===== src/design/frontend_macros.svh =====
// sizes are fixed here; table index slicing assumes 16 entries and word-aligned fetch addresses
`ifndef FRONTEND_MACROS_SVH
`define FRONTEND_MACROS_SVH

// ------------------------------
// widths
// ------------------------------
// virtual fetch address
`define FE_VLEN 32
// one uncompressed instruction word
`define FE_ILEN 32

// ------------------------------
// branch history table
// ------------------------------
// depth, must stay a power of two
`define FE_BHT_ENTRIES 16
// log2 of depth, index taken from pc bit 2 upward
`define FE_BHT_IDX_W 4
// saturating counter width
`define FE_BHT_CNT_W 2

// major opcodes that the scanner recognizes
`define FE_OPC_BRANCH 7'b1100011
`define FE_OPC_JAL 7'b1101111

`endif


===== src/design/frontend_pkg.sv =====
// shared frontend types; only rv32 uncompressed encodings, no compressed or jalr target types
`default_nettype none

package frontend_pkg;

  `include "frontend_macros.svh"

  // fetch / instruction address
  typedef logic [`FE_VLEN-1:0] vaddr_t;

  // two-bit saturating counter
  // 0..1 predict not taken, 2..3 predict taken
  typedef logic [`FE_BHT_CNT_W-1:0] bht_cnt_t;

  // kind of control flow found in a fetched word
  typedef enum logic [1:0] {
    cf_none   = 2'd0,
    cf_branch = 2'd1,
    cf_jump   = 2'd2
  } cf_kind_e;

  // ------------------------------
  // instruction word, two views
  // ------------------------------
  typedef union packed {
    // conditional branch layout
    struct packed {
      logic       imm12;
      logic [5:0] imm10_5;
      logic [4:0] rs2;
      logic [4:0] rs1;
      logic [2:0] funct3;
      logic [3:0] imm4_1;
      logic       imm11;
      logic [6:0] opcode;
    } btype;
    // jal layout
    struct packed {
      logic       imm20;
      logic [9:0] imm10_1;
      logic       imm11;
      logic [7:0] imm19_12;
      logic [4:0] rd;
      logic [6:0] opcode;
    } jtype;
  } instr_u;

endpackage

`default_nettype wire


===== src/design/instr_scan.sv =====
// purely combinational; recognizes only rv32 branch and jal, jalr and compressed words count as none
`default_nettype none

`include "frontend_macros.svh"

module instr_scan
  import frontend_pkg::*;
(
  // fetched word
  input  instr_u   instr_i,
  // classification result
  output cf_kind_e cf_kind_o,
  // sign-extended pc-relative offset, zero when not a control-flow word
  output vaddr_t   offset_o
);

  // opcode sits in the same bits in both views
  logic [6:0] opcode;
  // assembled immediates of both formats
  vaddr_t     b_imm;
  vaddr_t     j_imm;

  assign opcode = instr_i.btype.opcode;

  // ------------------------------
  // immediate assembly
  // ------------------------------
  // b-type: imm[12|10:5] in the top, imm[4:1|11] next to the opcode
  assign b_imm = {{(`FE_VLEN-13){instr_i.btype.imm12}},
                  instr_i.btype.imm12,
                  instr_i.btype.imm11,
                  instr_i.btype.imm10_5,
                  instr_i.btype.imm4_1,
                  1'b0};

  // j-type: imm[20|10:1|11|19:12]
  assign j_imm = {{(`FE_VLEN-21){instr_i.jtype.imm20}},
                  instr_i.jtype.imm20,
                  instr_i.jtype.imm19_12,
                  instr_i.jtype.imm11,
                  instr_i.jtype.imm10_1,
                  1'b0};

  // ------------------------------
  // classification
  // ------------------------------
  always_comb begin
    cf_kind_o = cf_none;
    offset_o  = '0;
    case (opcode)
      `FE_OPC_BRANCH: begin
        cf_kind_o = cf_branch;
        offset_o  = b_imm;
      end
      `FE_OPC_JAL: begin
        cf_kind_o = cf_jump;
        offset_o  = j_imm;
      end
      // jalr, alu, loads, everything else
      default: ;
    endcase
  end

endmodule

`default_nettype wire


===== src/design/branch_history.sv =====
// direct-mapped, untagged history table; aliasing pcs share an entry, write visible one edge later
`default_nettype none

`include "frontend_macros.svh"

module branch_history
  import frontend_pkg::*;
(
  input  logic   clk_i,
  input  logic   rst_ni,
  // read side, current fetch address
  input  vaddr_t lookup_pc_i,
  // training from resolved branches
  input  logic   update_valid_i,
  input  vaddr_t update_pc_i,
  input  logic   update_taken_i,
  // entry has been trained at least once
  output logic   pred_valid_o,
  // counter msb
  output logic   pred_taken_o
);

  // per-entry state
  logic     [`FE_BHT_ENTRIES-1:0] valid_q;
  bht_cnt_t                       cnt_q [`FE_BHT_ENTRIES];

  // word-aligned index, bit 2 upward
  logic [`FE_BHT_IDX_W-1:0] lookup_idx;
  logic [`FE_BHT_IDX_W-1:0] update_idx;
  // next counter value for the entry being trained
  bht_cnt_t                 cnt_new;

  assign lookup_idx = lookup_pc_i[`FE_BHT_IDX_W+1:2];
  assign update_idx = update_pc_i[`FE_BHT_IDX_W+1:2];

  // ------------------------------
  // read
  // ------------------------------
  assign pred_valid_o = valid_q[lookup_idx];
  assign pred_taken_o = cnt_q[lookup_idx][`FE_BHT_CNT_W-1];

  // ------------------------------
  // counter update
  // ------------------------------
  always_comb begin
    cnt_new = cnt_q[update_idx];
    if (!valid_q[update_idx]) begin
      // first training lands on the weak state of the outcome
      cnt_new = update_taken_i ? bht_cnt_t'(2) : bht_cnt_t'(1);
    end else if (update_taken_i) begin
      // saturate at strongly taken
      if (cnt_q[update_idx] != '1) begin
        cnt_new = cnt_q[update_idx] + bht_cnt_t'(1);
      end
    end else begin
      // saturate at strongly not taken
      if (cnt_q[update_idx] != '0) begin
        cnt_new = cnt_q[update_idx] - bht_cnt_t'(1);
      end
    end
  end

  // valid bits are control state
  always_ff @(posedge clk_i or negedge rst_ni) begin
    if (!rst_ni) begin
      valid_q <= '0;
    end else if (update_valid_i) begin
      valid_q[update_idx] <= 1'b1;
    end
  end

  // counters are only read once their valid bit is set
  always_ff @(posedge clk_i) begin
    if (update_valid_i) begin
      cnt_q[update_idx] <= cnt_new;
    end
  end

endmodule

`default_nettype wire


===== src/design/fetch_pc_gen.sv =====
// one-deep entry register, no queue; redirect beats everything and drops the pending entry
`default_nettype none

`include "frontend_macros.svh"

module fetch_pc_gen
  import frontend_pkg::*;
(
  input  logic     clk_i,
  input  logic     rst_ni,
  // first fetch address after reset
  input  vaddr_t   boot_addr_i,
  // fetch source side
  input  logic     fetch_valid_i,
  input  instr_u   fetch_instr_i,
  // scanner results
  input  cf_kind_e cf_kind_i,
  input  vaddr_t   offset_i,
  // history table results
  input  logic     pred_valid_i,
  input  logic     pred_taken_i,
  // mispredict from the back end
  input  logic     redirect_valid_i,
  input  vaddr_t   redirect_pc_i,
  // decode side
  input  logic     entry_ready_i,
  output vaddr_t   fetch_addr_o,
  output logic     fetch_ready_o,
  output logic     entry_valid_o,
  output vaddr_t   entry_pc_o,
  output instr_u   entry_instr_o,
  output logic     entry_pred_taken_o,
  output vaddr_t   entry_pred_target_o
);

  // set during reset so the first fetch uses boot_addr_i
  logic   rst_load_q;
  vaddr_t pc_q;
  vaddr_t fetch_addr;
  vaddr_t pc_next;
  vaddr_t pred_target;
  logic   pred_taken;
  logic   accept;

  // ------------------------------
  // fetch address and handshake
  // ------------------------------
  assign fetch_addr   = rst_load_q ? boot_addr_i : pc_q;
  assign fetch_addr_o = fetch_addr;

  // room when empty or draining this cycle, never while redirecting
  assign fetch_ready_o = (!entry_valid_o || entry_ready_i) && !redirect_valid_i;
  assign accept        = fetch_valid_i && fetch_ready_o;

  // ------------------------------
  // prediction
  // ------------------------------
  assign pred_target = fetch_addr + offset_i;

  always_comb begin
    case (cf_kind_i)
      // jal always taken
      cf_jump:   pred_taken = 1'b1;
      // trained entry wins, else backward taken
      cf_branch: pred_taken = pred_valid_i ? pred_taken_i : offset_i[`FE_VLEN-1];
      default:   pred_taken = 1'b0;
    endcase
  end

  // redirect, then taken target, then sequential
  always_comb begin
    pc_next = fetch_addr;
    if (redirect_valid_i) begin
      pc_next = redirect_pc_i;
    end else if (accept) begin
      pc_next = pred_taken ? pred_target : fetch_addr + vaddr_t'(`FE_ILEN / 8);
    end
  end

  always_ff @(posedge clk_i or negedge rst_ni) begin
    if (!rst_ni) begin
      rst_load_q    <= 1'b1;
      pc_q          <= '0;
      entry_valid_o <= 1'b0;
    end else begin
      rst_load_q <= 1'b0;
      pc_q       <= pc_next;
      if (redirect_valid_i) begin
        entry_valid_o <= 1'b0;
      end else if (accept) begin
        entry_valid_o <= 1'b1;
      end else if (entry_ready_i) begin
        entry_valid_o <= 1'b0;
      end
    end
  end

  // entry payload, held while decode stalls
  always_ff @(posedge clk_i) begin
    if (accept) begin
      entry_pc_o          <= fetch_addr;
      entry_instr_o       <= fetch_instr_i;
      entry_pred_taken_o  <= pred_taken;
      entry_pred_target_o <= pred_target;
    end
  end

endmodule

`default_nettype wire


===== src/design/fetch_frontend.sv =====
// single-issue rv32 fetch top; fetch_instr_i must be the word at fetch_addr_o, no compressed code
`default_nettype none

module fetch_frontend
  import frontend_pkg::*;
(
  input  logic   clk_i,
  input  logic   rst_ni,
  input  vaddr_t boot_addr_i,
  // fetch source
  input  logic   fetch_valid_i,
  input  instr_u fetch_instr_i,
  output logic   fetch_ready_o,
  output vaddr_t fetch_addr_o,
  // back-end redirect
  input  logic   redirect_valid_i,
  input  vaddr_t redirect_pc_i,
  // resolved branch training
  input  logic   resolve_valid_i,
  input  vaddr_t resolve_pc_i,
  input  logic   resolve_taken_i,
  // decode
  output logic   entry_valid_o,
  output vaddr_t entry_pc_o,
  output instr_u entry_instr_o,
  output logic   entry_pred_taken_o,
  output vaddr_t entry_pred_target_o,
  input  logic   entry_ready_i
);

  cf_kind_e cf_kind;
  vaddr_t   offset;
  logic     pred_valid;
  logic     pred_taken;

  // ------------------------------
  // scan and history side by side
  // ------------------------------
  instr_scan u_instr_scan (
    .instr_i   (fetch_instr_i),
    .cf_kind_o (cf_kind),
    .offset_o  (offset)
  );

  // looked up with the address currently being fetched
  branch_history u_branch_history (
    .clk_i          (clk_i),
    .rst_ni         (rst_ni),
    .lookup_pc_i    (fetch_addr_o),
    .update_valid_i (resolve_valid_i),
    .update_pc_i    (resolve_pc_i),
    .update_taken_i (resolve_taken_i),
    .pred_valid_o   (pred_valid),
    .pred_taken_o   (pred_taken)
  );

  // pc register, prediction merge and entry register
  fetch_pc_gen u_fetch_pc_gen (
    .clk_i               (clk_i),
    .rst_ni              (rst_ni),
    .boot_addr_i         (boot_addr_i),
    .fetch_valid_i       (fetch_valid_i),
    .fetch_instr_i       (fetch_instr_i),
    .cf_kind_i           (cf_kind),
    .offset_i            (offset),
    .pred_valid_i        (pred_valid),
    .pred_taken_i        (pred_taken),
    .redirect_valid_i    (redirect_valid_i),
    .redirect_pc_i       (redirect_pc_i),
    .entry_ready_i       (entry_ready_i),
    .fetch_addr_o        (fetch_addr_o),
    .fetch_ready_o       (fetch_ready_o),
    .entry_valid_o       (entry_valid_o),
    .entry_pc_o          (entry_pc_o),
    .entry_instr_o       (entry_instr_o),
    .entry_pred_taken_o  (entry_pred_taken_o),
    .entry_pred_target_o (entry_pred_target_o)
  );

endmodule

`default_nettype wire


===== config.mk =====
export PLATFORM = sky130hd
export DESIGN_NAME = fetch_frontend
export DESIGN_NICKNAME = d
export VERILOG_FILES = /design/src/design/frontend_pkg.sv /design/src/design/instr_scan.sv /design/src/design/branch_history.sv /design/src/design/fetch_pc_gen.sv /design/src/design/fetch_frontend.sv
export VERILOG_INCLUDE_DIRS = /design/src /design/src/design
export SDC_FILE = /design/constraint.sdc
export NUM_CORES = 1
export LEC_CHECK = 0
export BUFFER_PORTS_ARGS = -buffer_cell sky130_fd_sc_hd__buf_2
export CAP_MARGIN = 20
export CELL_PAD_IN_SITES_DETAIL_PLACEMENT = 1
export CELL_PAD_IN_SITES_GLOBAL_PLACEMENT = 1
export CORE_UTILIZATION = 45
export DETAILED_ROUTE_END_ITERATION = 10
export GPL_TIMING_DRIVEN = 0
export PLACE_DENSITY = 0.88
export SYNTH_ARGS = -nofsm -noshare
export SYNTH_HDL_FRONTEND = slang
export SYNTH_SLANG_ARGS = --single-unit

===== constraint.sdc =====
create_clock -name clk_i -period 7.8 [get_ports clk_i]
set_clock_uncertainty 0.15 [all_clocks]
set_input_delay 0.39 -clock clk_i [delete_from_list [all_inputs] [get_ports clk_i]]
set_output_delay 0.39 -clock clk_i [all_outputs]
set_load 0.02 [all_outputs]

# Word level (Yosys, flattened, before mapping)
# Memories as Yosys holds them, arrays and structs flattened.
# Cells that the tools add are included.
# word_totals
regBits	147
ramBits	32
in_bits	135
output_inout_bits	131
elab_cells	54
memories	1
# mem_list
name	words	width	rd	rd_ports_with_merged_regs	wr	line	text
u_branch_history.cnt_q	16	2	2	0	1	branch_history.sv:25	bht_cnt_t cnt_q [`FE_BHT_ENTRIES];
# classes
n_addsub	4
magnitude_cmp	3
eq_ne	5
mux	24
bitwise	1
n_reduce_logical	8
# ops
operator	n
$mux W32	4
$pmux W32 S2	1
$add A32 B3 Y32 const B	1
$add A32 B32 Y32	1
$or A16 B16 Y16	1
$eq A7 B7 Y1 const B	2
$lt A4 B5 Y1 const B	2
$mux W2	5
$mux W1	9
$bmux W1 S4	2
$demux W1 S4	1
$ge A4 B1 Y1 const B	1
$pmux W2 S2	1
$logic_and A1 B1 Y1	3
$reduce_bool A3 Y1	1
$add A2 B1 Y2 const B	1
$eq A2 B1 Y1 const B	1
$eq A2 B2 Y1 const B	1
$logic_not A1 Y1	2
$ne A2 B2 Y1 const B	1
$pmux W1 S2	1
$reduce_bool A2 Y1	1
$sub A2 B1 Y2 const B	1
$logic_or A1 B1 Y1	1

# Depth between registers and ports, before layout
# logic_depth
ltp_word	8
mapped_depth	19
depth_no_buf	17

# Cells and area by module
# Synthesis repeated with hierarchy kept, for this count alone.
# hier_totals
cells_unflattened	929
hier_area_um2	10397.5
# by_module_without_submodules
module	n_inst	cells_per_inst	area_each_um2	seq_area_each_um2
fetch_pc_gen	1	714	7583.5	3764.9
branch_history	1	141	2284.7	1361.3
instr_scan	1	74	529.3	0.0

# Least setup slack after synthesis
# OpenSTA, ideal clock, no wires.
# synth_path
path_kind	register to register
from	reg u_fetch_pc_gen.entry_valid_o
to	reg u_fetch_pc_gen.pc_q[24]
setup_ns	0.289
arrival_time_ns	4.505
required_ns	7.361
slack_ns	2.856
stages_incl_launch_ff	7
n_path_buf	1
synth_period_minus_slack_ns	4.944
path_cell_list	dfrtp_1 -> nor2b_1 -> nor2_1 -> nand2_1 -> clkinv_1 -> clkbuf_1 -> o21ai_0
# synth_via
elab_chain_len	6
# synth_rtl
element	line	text
start: declaration	fetch_pc_gen.sv:29	output logic entry_valid_o,
start signal: assignment	fetch_pc_gen.sv:84	entry_valid_o <= 1'b0;
start signal: assignment	fetch_pc_gen.sv:89	entry_valid_o <= 1'b0;
start signal: assignment	fetch_pc_gen.sv:91	entry_valid_o <= 1'b1;
$logic_not A1 Y1	fetch_pc_gen.sv:52	assign fetch_ready_o = (!entry_valid_o || entry_ready_i) && !redirect_valid_i;
$logic_or A1 B1 Y1	fetch_pc_gen.sv:52	
$logic_and A1 B1 Y1	fetch_pc_gen.sv:52	
named net fetch_ready_o	fetch_frontend.sv:13	output logic fetch_ready_o,
$logic_and A1 B1 Y1	fetch_pc_gen.sv:53	assign accept = fetch_valid_i && fetch_ready_o;
named net u_fetch_pc_gen.accept	fetch_pc_gen.sv:43	logic accept;
$mux W32	fetch_pc_gen.sv:75	end else if (accept) begin
$mux W32	fetch_pc_gen.sv:73	if (redirect_valid_i) begin
named net u_fetch_pc_gen.pc_next[24]	fetch_pc_gen.sv:40	vaddr_t pc_next;
end signal: assignment	fetch_pc_gen.sv:87	pc_q <= pc_next;
end: declaration	fetch_pc_gen.sv:38	vaddr_t pc_q;
# The timed path passes the listed nets, and every way through them passes these cells.
# A chain may end at the register's enable or synchronous reset.

# Worst setup path in the final report
# layout_path
from	in fetch_instr_i[4] (netlist name)
to	reg u_fetch_pc_gen.pc_q[27]
# layout_via
elab_chain_len	7
word_cells_on_any_way	12
classes_between	add/sub: 1; eq/ne: 4; mux: 7
# layout_rtl
element	line	text
start: declaration	fetch_frontend.sv:12	input instr_u fetch_instr_i,
branches (longest 4 deep; another with $add A32 B32 Y32)	--	
$mux W32 *	fetch_pc_gen.sv:76	pc_next = pred_taken ? pred_target : fetch_addr + vaddr_t'(`FE_ILEN / 8);
$mux W32 *	fetch_pc_gen.sv:75	
$mux W32 *	fetch_pc_gen.sv:73	
named net u_fetch_pc_gen.pc_next[27]	fetch_pc_gen.sv:40	
# Mark *: on every way through the listed nets, which the timed path passes.

==> summary by stage <==
Min path
The tightest min-delay check is of the primary input to register type.

Route
For this run, design rule violations remaining after detail routing come to 27. Detailed routing inserted a total of 9250 vias. Dividing the detail-routed wire length by the instance count gives 25.5 um. Dividing the detail-routed via count by the number of cells gives 6.21. The first routing iteration left 790 violations. For this block, the routed nets add up to 38000 um of wire. For this run, the detailed router's first-pass iteration total came to 9. In this run the remaining antenna-violating nets after routing total 0.

Clock tree
The post-CTS repair timing setup buffer count is 0. The clock root buffer is clkbuf_16. Counting the buffers created by CTS gives 17. The hold buffer count at cts is 7. The number of cells upsized or downsized after cts is 0. In this run the deepest clock path goes through 2 buffers. The TritonCTS clock tree is yes.

The H-tree level count is 4. The worst-skew pair later-pin latency is 0.44 ns. The number of sinks handled by clock tree synthesis is 178. After clock tree synthesis, the clock-pin slew on the worst setup and hold paths is 0.08 ns.

Outcome
The checks that failed: design-rule violations. The run finished, with violations left.

Floorplanning
The die boundary width is 153 um. The placeable core region is 22000 sq um. The floorplan step set the die height to 153 um. The initial utilization of the core area, before any placement, comes to 46.3%. The total I/O pin count is 266. The die covers 23300 sq um.

The initialized floorplan defines 54 standard-cell rows.

Critical path
The critical path arrival is 6.47 ns. The critical path in this run is classified as primary input to register. The worst register-to-register path ends at u_fetch_pc_gen.pc_q[27].

The endpoint type of the worst setup path is a register. The worst setup path startpoint is fetch_instr_i[4]. In this run the register-to-register setup slack is 2.00 ns.

STA classifies the critical path startpoint as a primary input. Counting cells, the worst reg-to-reg path comes to 17. The maximum fanout along the worst path is 10. The most critical setup path has its endpoint at u_fetch_pc_gen.pc_q[27]. The launching point of the worst reg2reg path is u_fetch_pc_gen.rst_load_q. The required time of the critical path is 7.94 ns.

Timing
Measured against its own limit, the worst slew margin works out to 30.3%. Setup repair after global routing left no endpoint under its margin. Hold is met by 0.00188 ns. The final-report hold violation count came to 0. The final critical path takes up 81.1% of the cycle. The routed design could run at a clock period as short as 6.33 ns.

The count of final max-slew check failures came to 0. At the pin with the least slew margin, the transition time is 1.04 ns. Timing would allow up to 158 MHz. Summed over all failing endpoints, the final setup total negative slack is 0 ns. The number of endpoints failing setup at the final stage is 0.

Power and ir drop
Summed over all cells, the static leakage comes to 4.98 nW. The power per standard cell area is 207 nW/um^2. IR analysis of the VDD net gives a maximum drop of 141 uV.

Cells and area
The repair_antennas step left the layout with diodes totalling 0. The area growth from synthesis to layout is 22.1%. After the last flow step, the layout net total stands at 1358. Cells fill 56.5% of the core in the end. The proportion of layout cells with a drive suffix above 1 is 30.4%. The final instance area is 12500 sq um.

Yosys
Synthesis produced a netlist with a net count of 1093. During synthesis, Yosys emitted a total of 0 warnings. The fraction of the yosys area taken by sequential cells is 50.0%.

The dominant cell type by area after synthesis is edfxtp_1. The commonest cells after synthesis are edfxtp_1, nand2_1, a21oi_1. The dominant register cell in the synthesized netlist is edfxtp_1. The number of flip-flops and latches in the synthesized netlist is 178.

The synthesized netlist cell count is 933. By area the synthesized netlist is led by edfxtp_1, dfrtp_1, xnor2_1, a21oi_1, nand2_1. The dominant cell by count in the synthesized netlist is edfxtp_1.

The post-synthesis cell type count is 86. The fraction of registers with async set or reset after synthesis is 28.1%. The post-synthesis instance area is 10200 sq um. The area fraction of the dominant cell type after synthesis is 37.7%.

Each instance of the synthesized netlist takes up on average 10.9 sq um. Yosys mapped a number of flops with a built-in enable equal to 128.

Place
Summing all placed instances gives a cell area of 11800 sq um. In this run the tool buffered the top-level ports with 233 buffer cells. The final weighted congestion in routability-driven placement is 0.939. The HPWL after detailed placement is 27900 um.

Global route
The wire length of the first global-routing pass is 57700 um. The via count of the first global-routing pass is 9774. The largest net degree at the start of global routing is 71. Global routing consumed, over all layers together, 32.7% of the routing resources. The number of antenna violations at the first check in global routing came to 0. For this run the aggregate overflow at the end of global routing stands at 0.

Job
The max-cap check violation count is 0.
-- cell usage in the layout (no fill, tap or decap), drive strengths merged, types with 35 or more instances in the layout --
cell | netlist | final
nand2 | 89 | 89
clkbuf | 25 | 42
a21oi | 69 | 69
inv | 29 | 35
edfxtp | 128 | 128
dfrtp | 49 | 49
xnor2 | 42 | 42
nor2 | 65 | 65
buf | 21 | 258
o21ai | 67 | 67
-- report_power, final --
group / switching, W / internal (W) / total, W
Clock: 0.000408 / 0.000476 / 0.000884
Combinational: 0.000361 / 0.000197 / 0.000559
Sequential: 0.0000370 / 0.00110 / 0.00114
-- layer usage --
metal	share of wire, %	wire (um)	vias to the layer above	track usage [%]
met2	48	18300	561	54.7
met5	0	0	-	0
met1	39	14800	4578	40.7
met4	4.6	1740	0	16.8
met3	8.4	3170	127	5.97
li1	-	-	3984	-
-- worst min-delay path by stage --
stage | depth (start not counted) | end | from | slack [ns]
2_1_floorplan | 0 | u_branch_history.valid_q[0] | rst_ni | -0.06
3_3_place_gp | 1 | u_branch_history.valid_q[1] | u_branch_history.valid_q[1] | 0.32
3_5_place_dp | 1 | u_fetch_pc_gen.pc_q[16] | rst_ni | 0.24
4_1_cts | 1 | u_fetch_pc_gen.entry_instr_o[4] | fetch_instr_i[4] | 0.001
5_1_grt | 1 | u_fetch_pc_gen.entry_instr_o[28] | fetch_instr_i[28] | 0.0002
6_report | 1 | u_fetch_pc_gen.entry_instr_o[1] | fetch_instr_i[1] | 0.002
-- cells by family after synthesis --
kind of cell             synth area share [%]
AND/OR/NAND/NOR                          14.2
flip-flops                               50.0
other                                  0.0368
adder cells (fa/ha/maj)                  3.34
buffers and inverters                    3.56
multiplexers                             9.41
XOR/XNOR                                 4.80
AO/OA/AOI/OAI                            14.8
-- state kept, by name, indices dropped and copies added (netlist names) --
name and count:
u_branch_history.valid_q 16, u_fetch_pc_gen.pc_q 32, u_fetch_pc_gen.entry_pc_o 32, u_fetch_pc_gen.entry_pred_target_o 31, u_branch_history.cnt_q 32, u_fetch_pc_gen.rst_load_q 1, u_fetch_pc_gen.entry_valid_o 1, u_fetch_pc_gen.entry_pred_taken_o 1
u_fetch_pc_gen.entry_instr_o 32
-- through the flow --
stage          cells  total power (W)  worst slack (ns)
2_1_floorplan    933          0.00149              2.86
3_3_place_gp    1446          0.00167              1.72
3_5_place_dp    1449          0.00169              1.80
4_1_cts         1487          0.00257              1.79
5_1_grt         1490          0.00266              1.27
6_report        1490          0.00258              1.47
-- cell type report --
cell class | instances | area [sq um]
clock inverters | 14 | 153
plain buffers | 46 | 248
clock buffers | 17 | 425
flip-flops and latches | 178 | 5100
well taps | 280 | 350
fillers | 2452 | 9570
inverters | 31 | 119
repair buffers | 246 | 1320
multi-input cells | 678 | 4740
-- critical path, stage by stage --
cell and delay [ns]:
dlygate4sd3_1 0.54, buf_2 0.14, and4b_1 0.26, nand2_1 0.09
nor3_1 0.80, inv_1 0.24, ha_1 0.34, nor2b_1 0.13
nand4_1 0.53, clkinv_1 0.45, clkbuf_1 0.46, ha_1 0.34
clkbuf_1 0.24, a21boi_0 0.20, a211oi_2 0.46, mux2i_1 0.37
mux2i_1 0.19, xnor2_1 0.18, o21ai_0 0.10
Power figures use the tool's default switching activity.
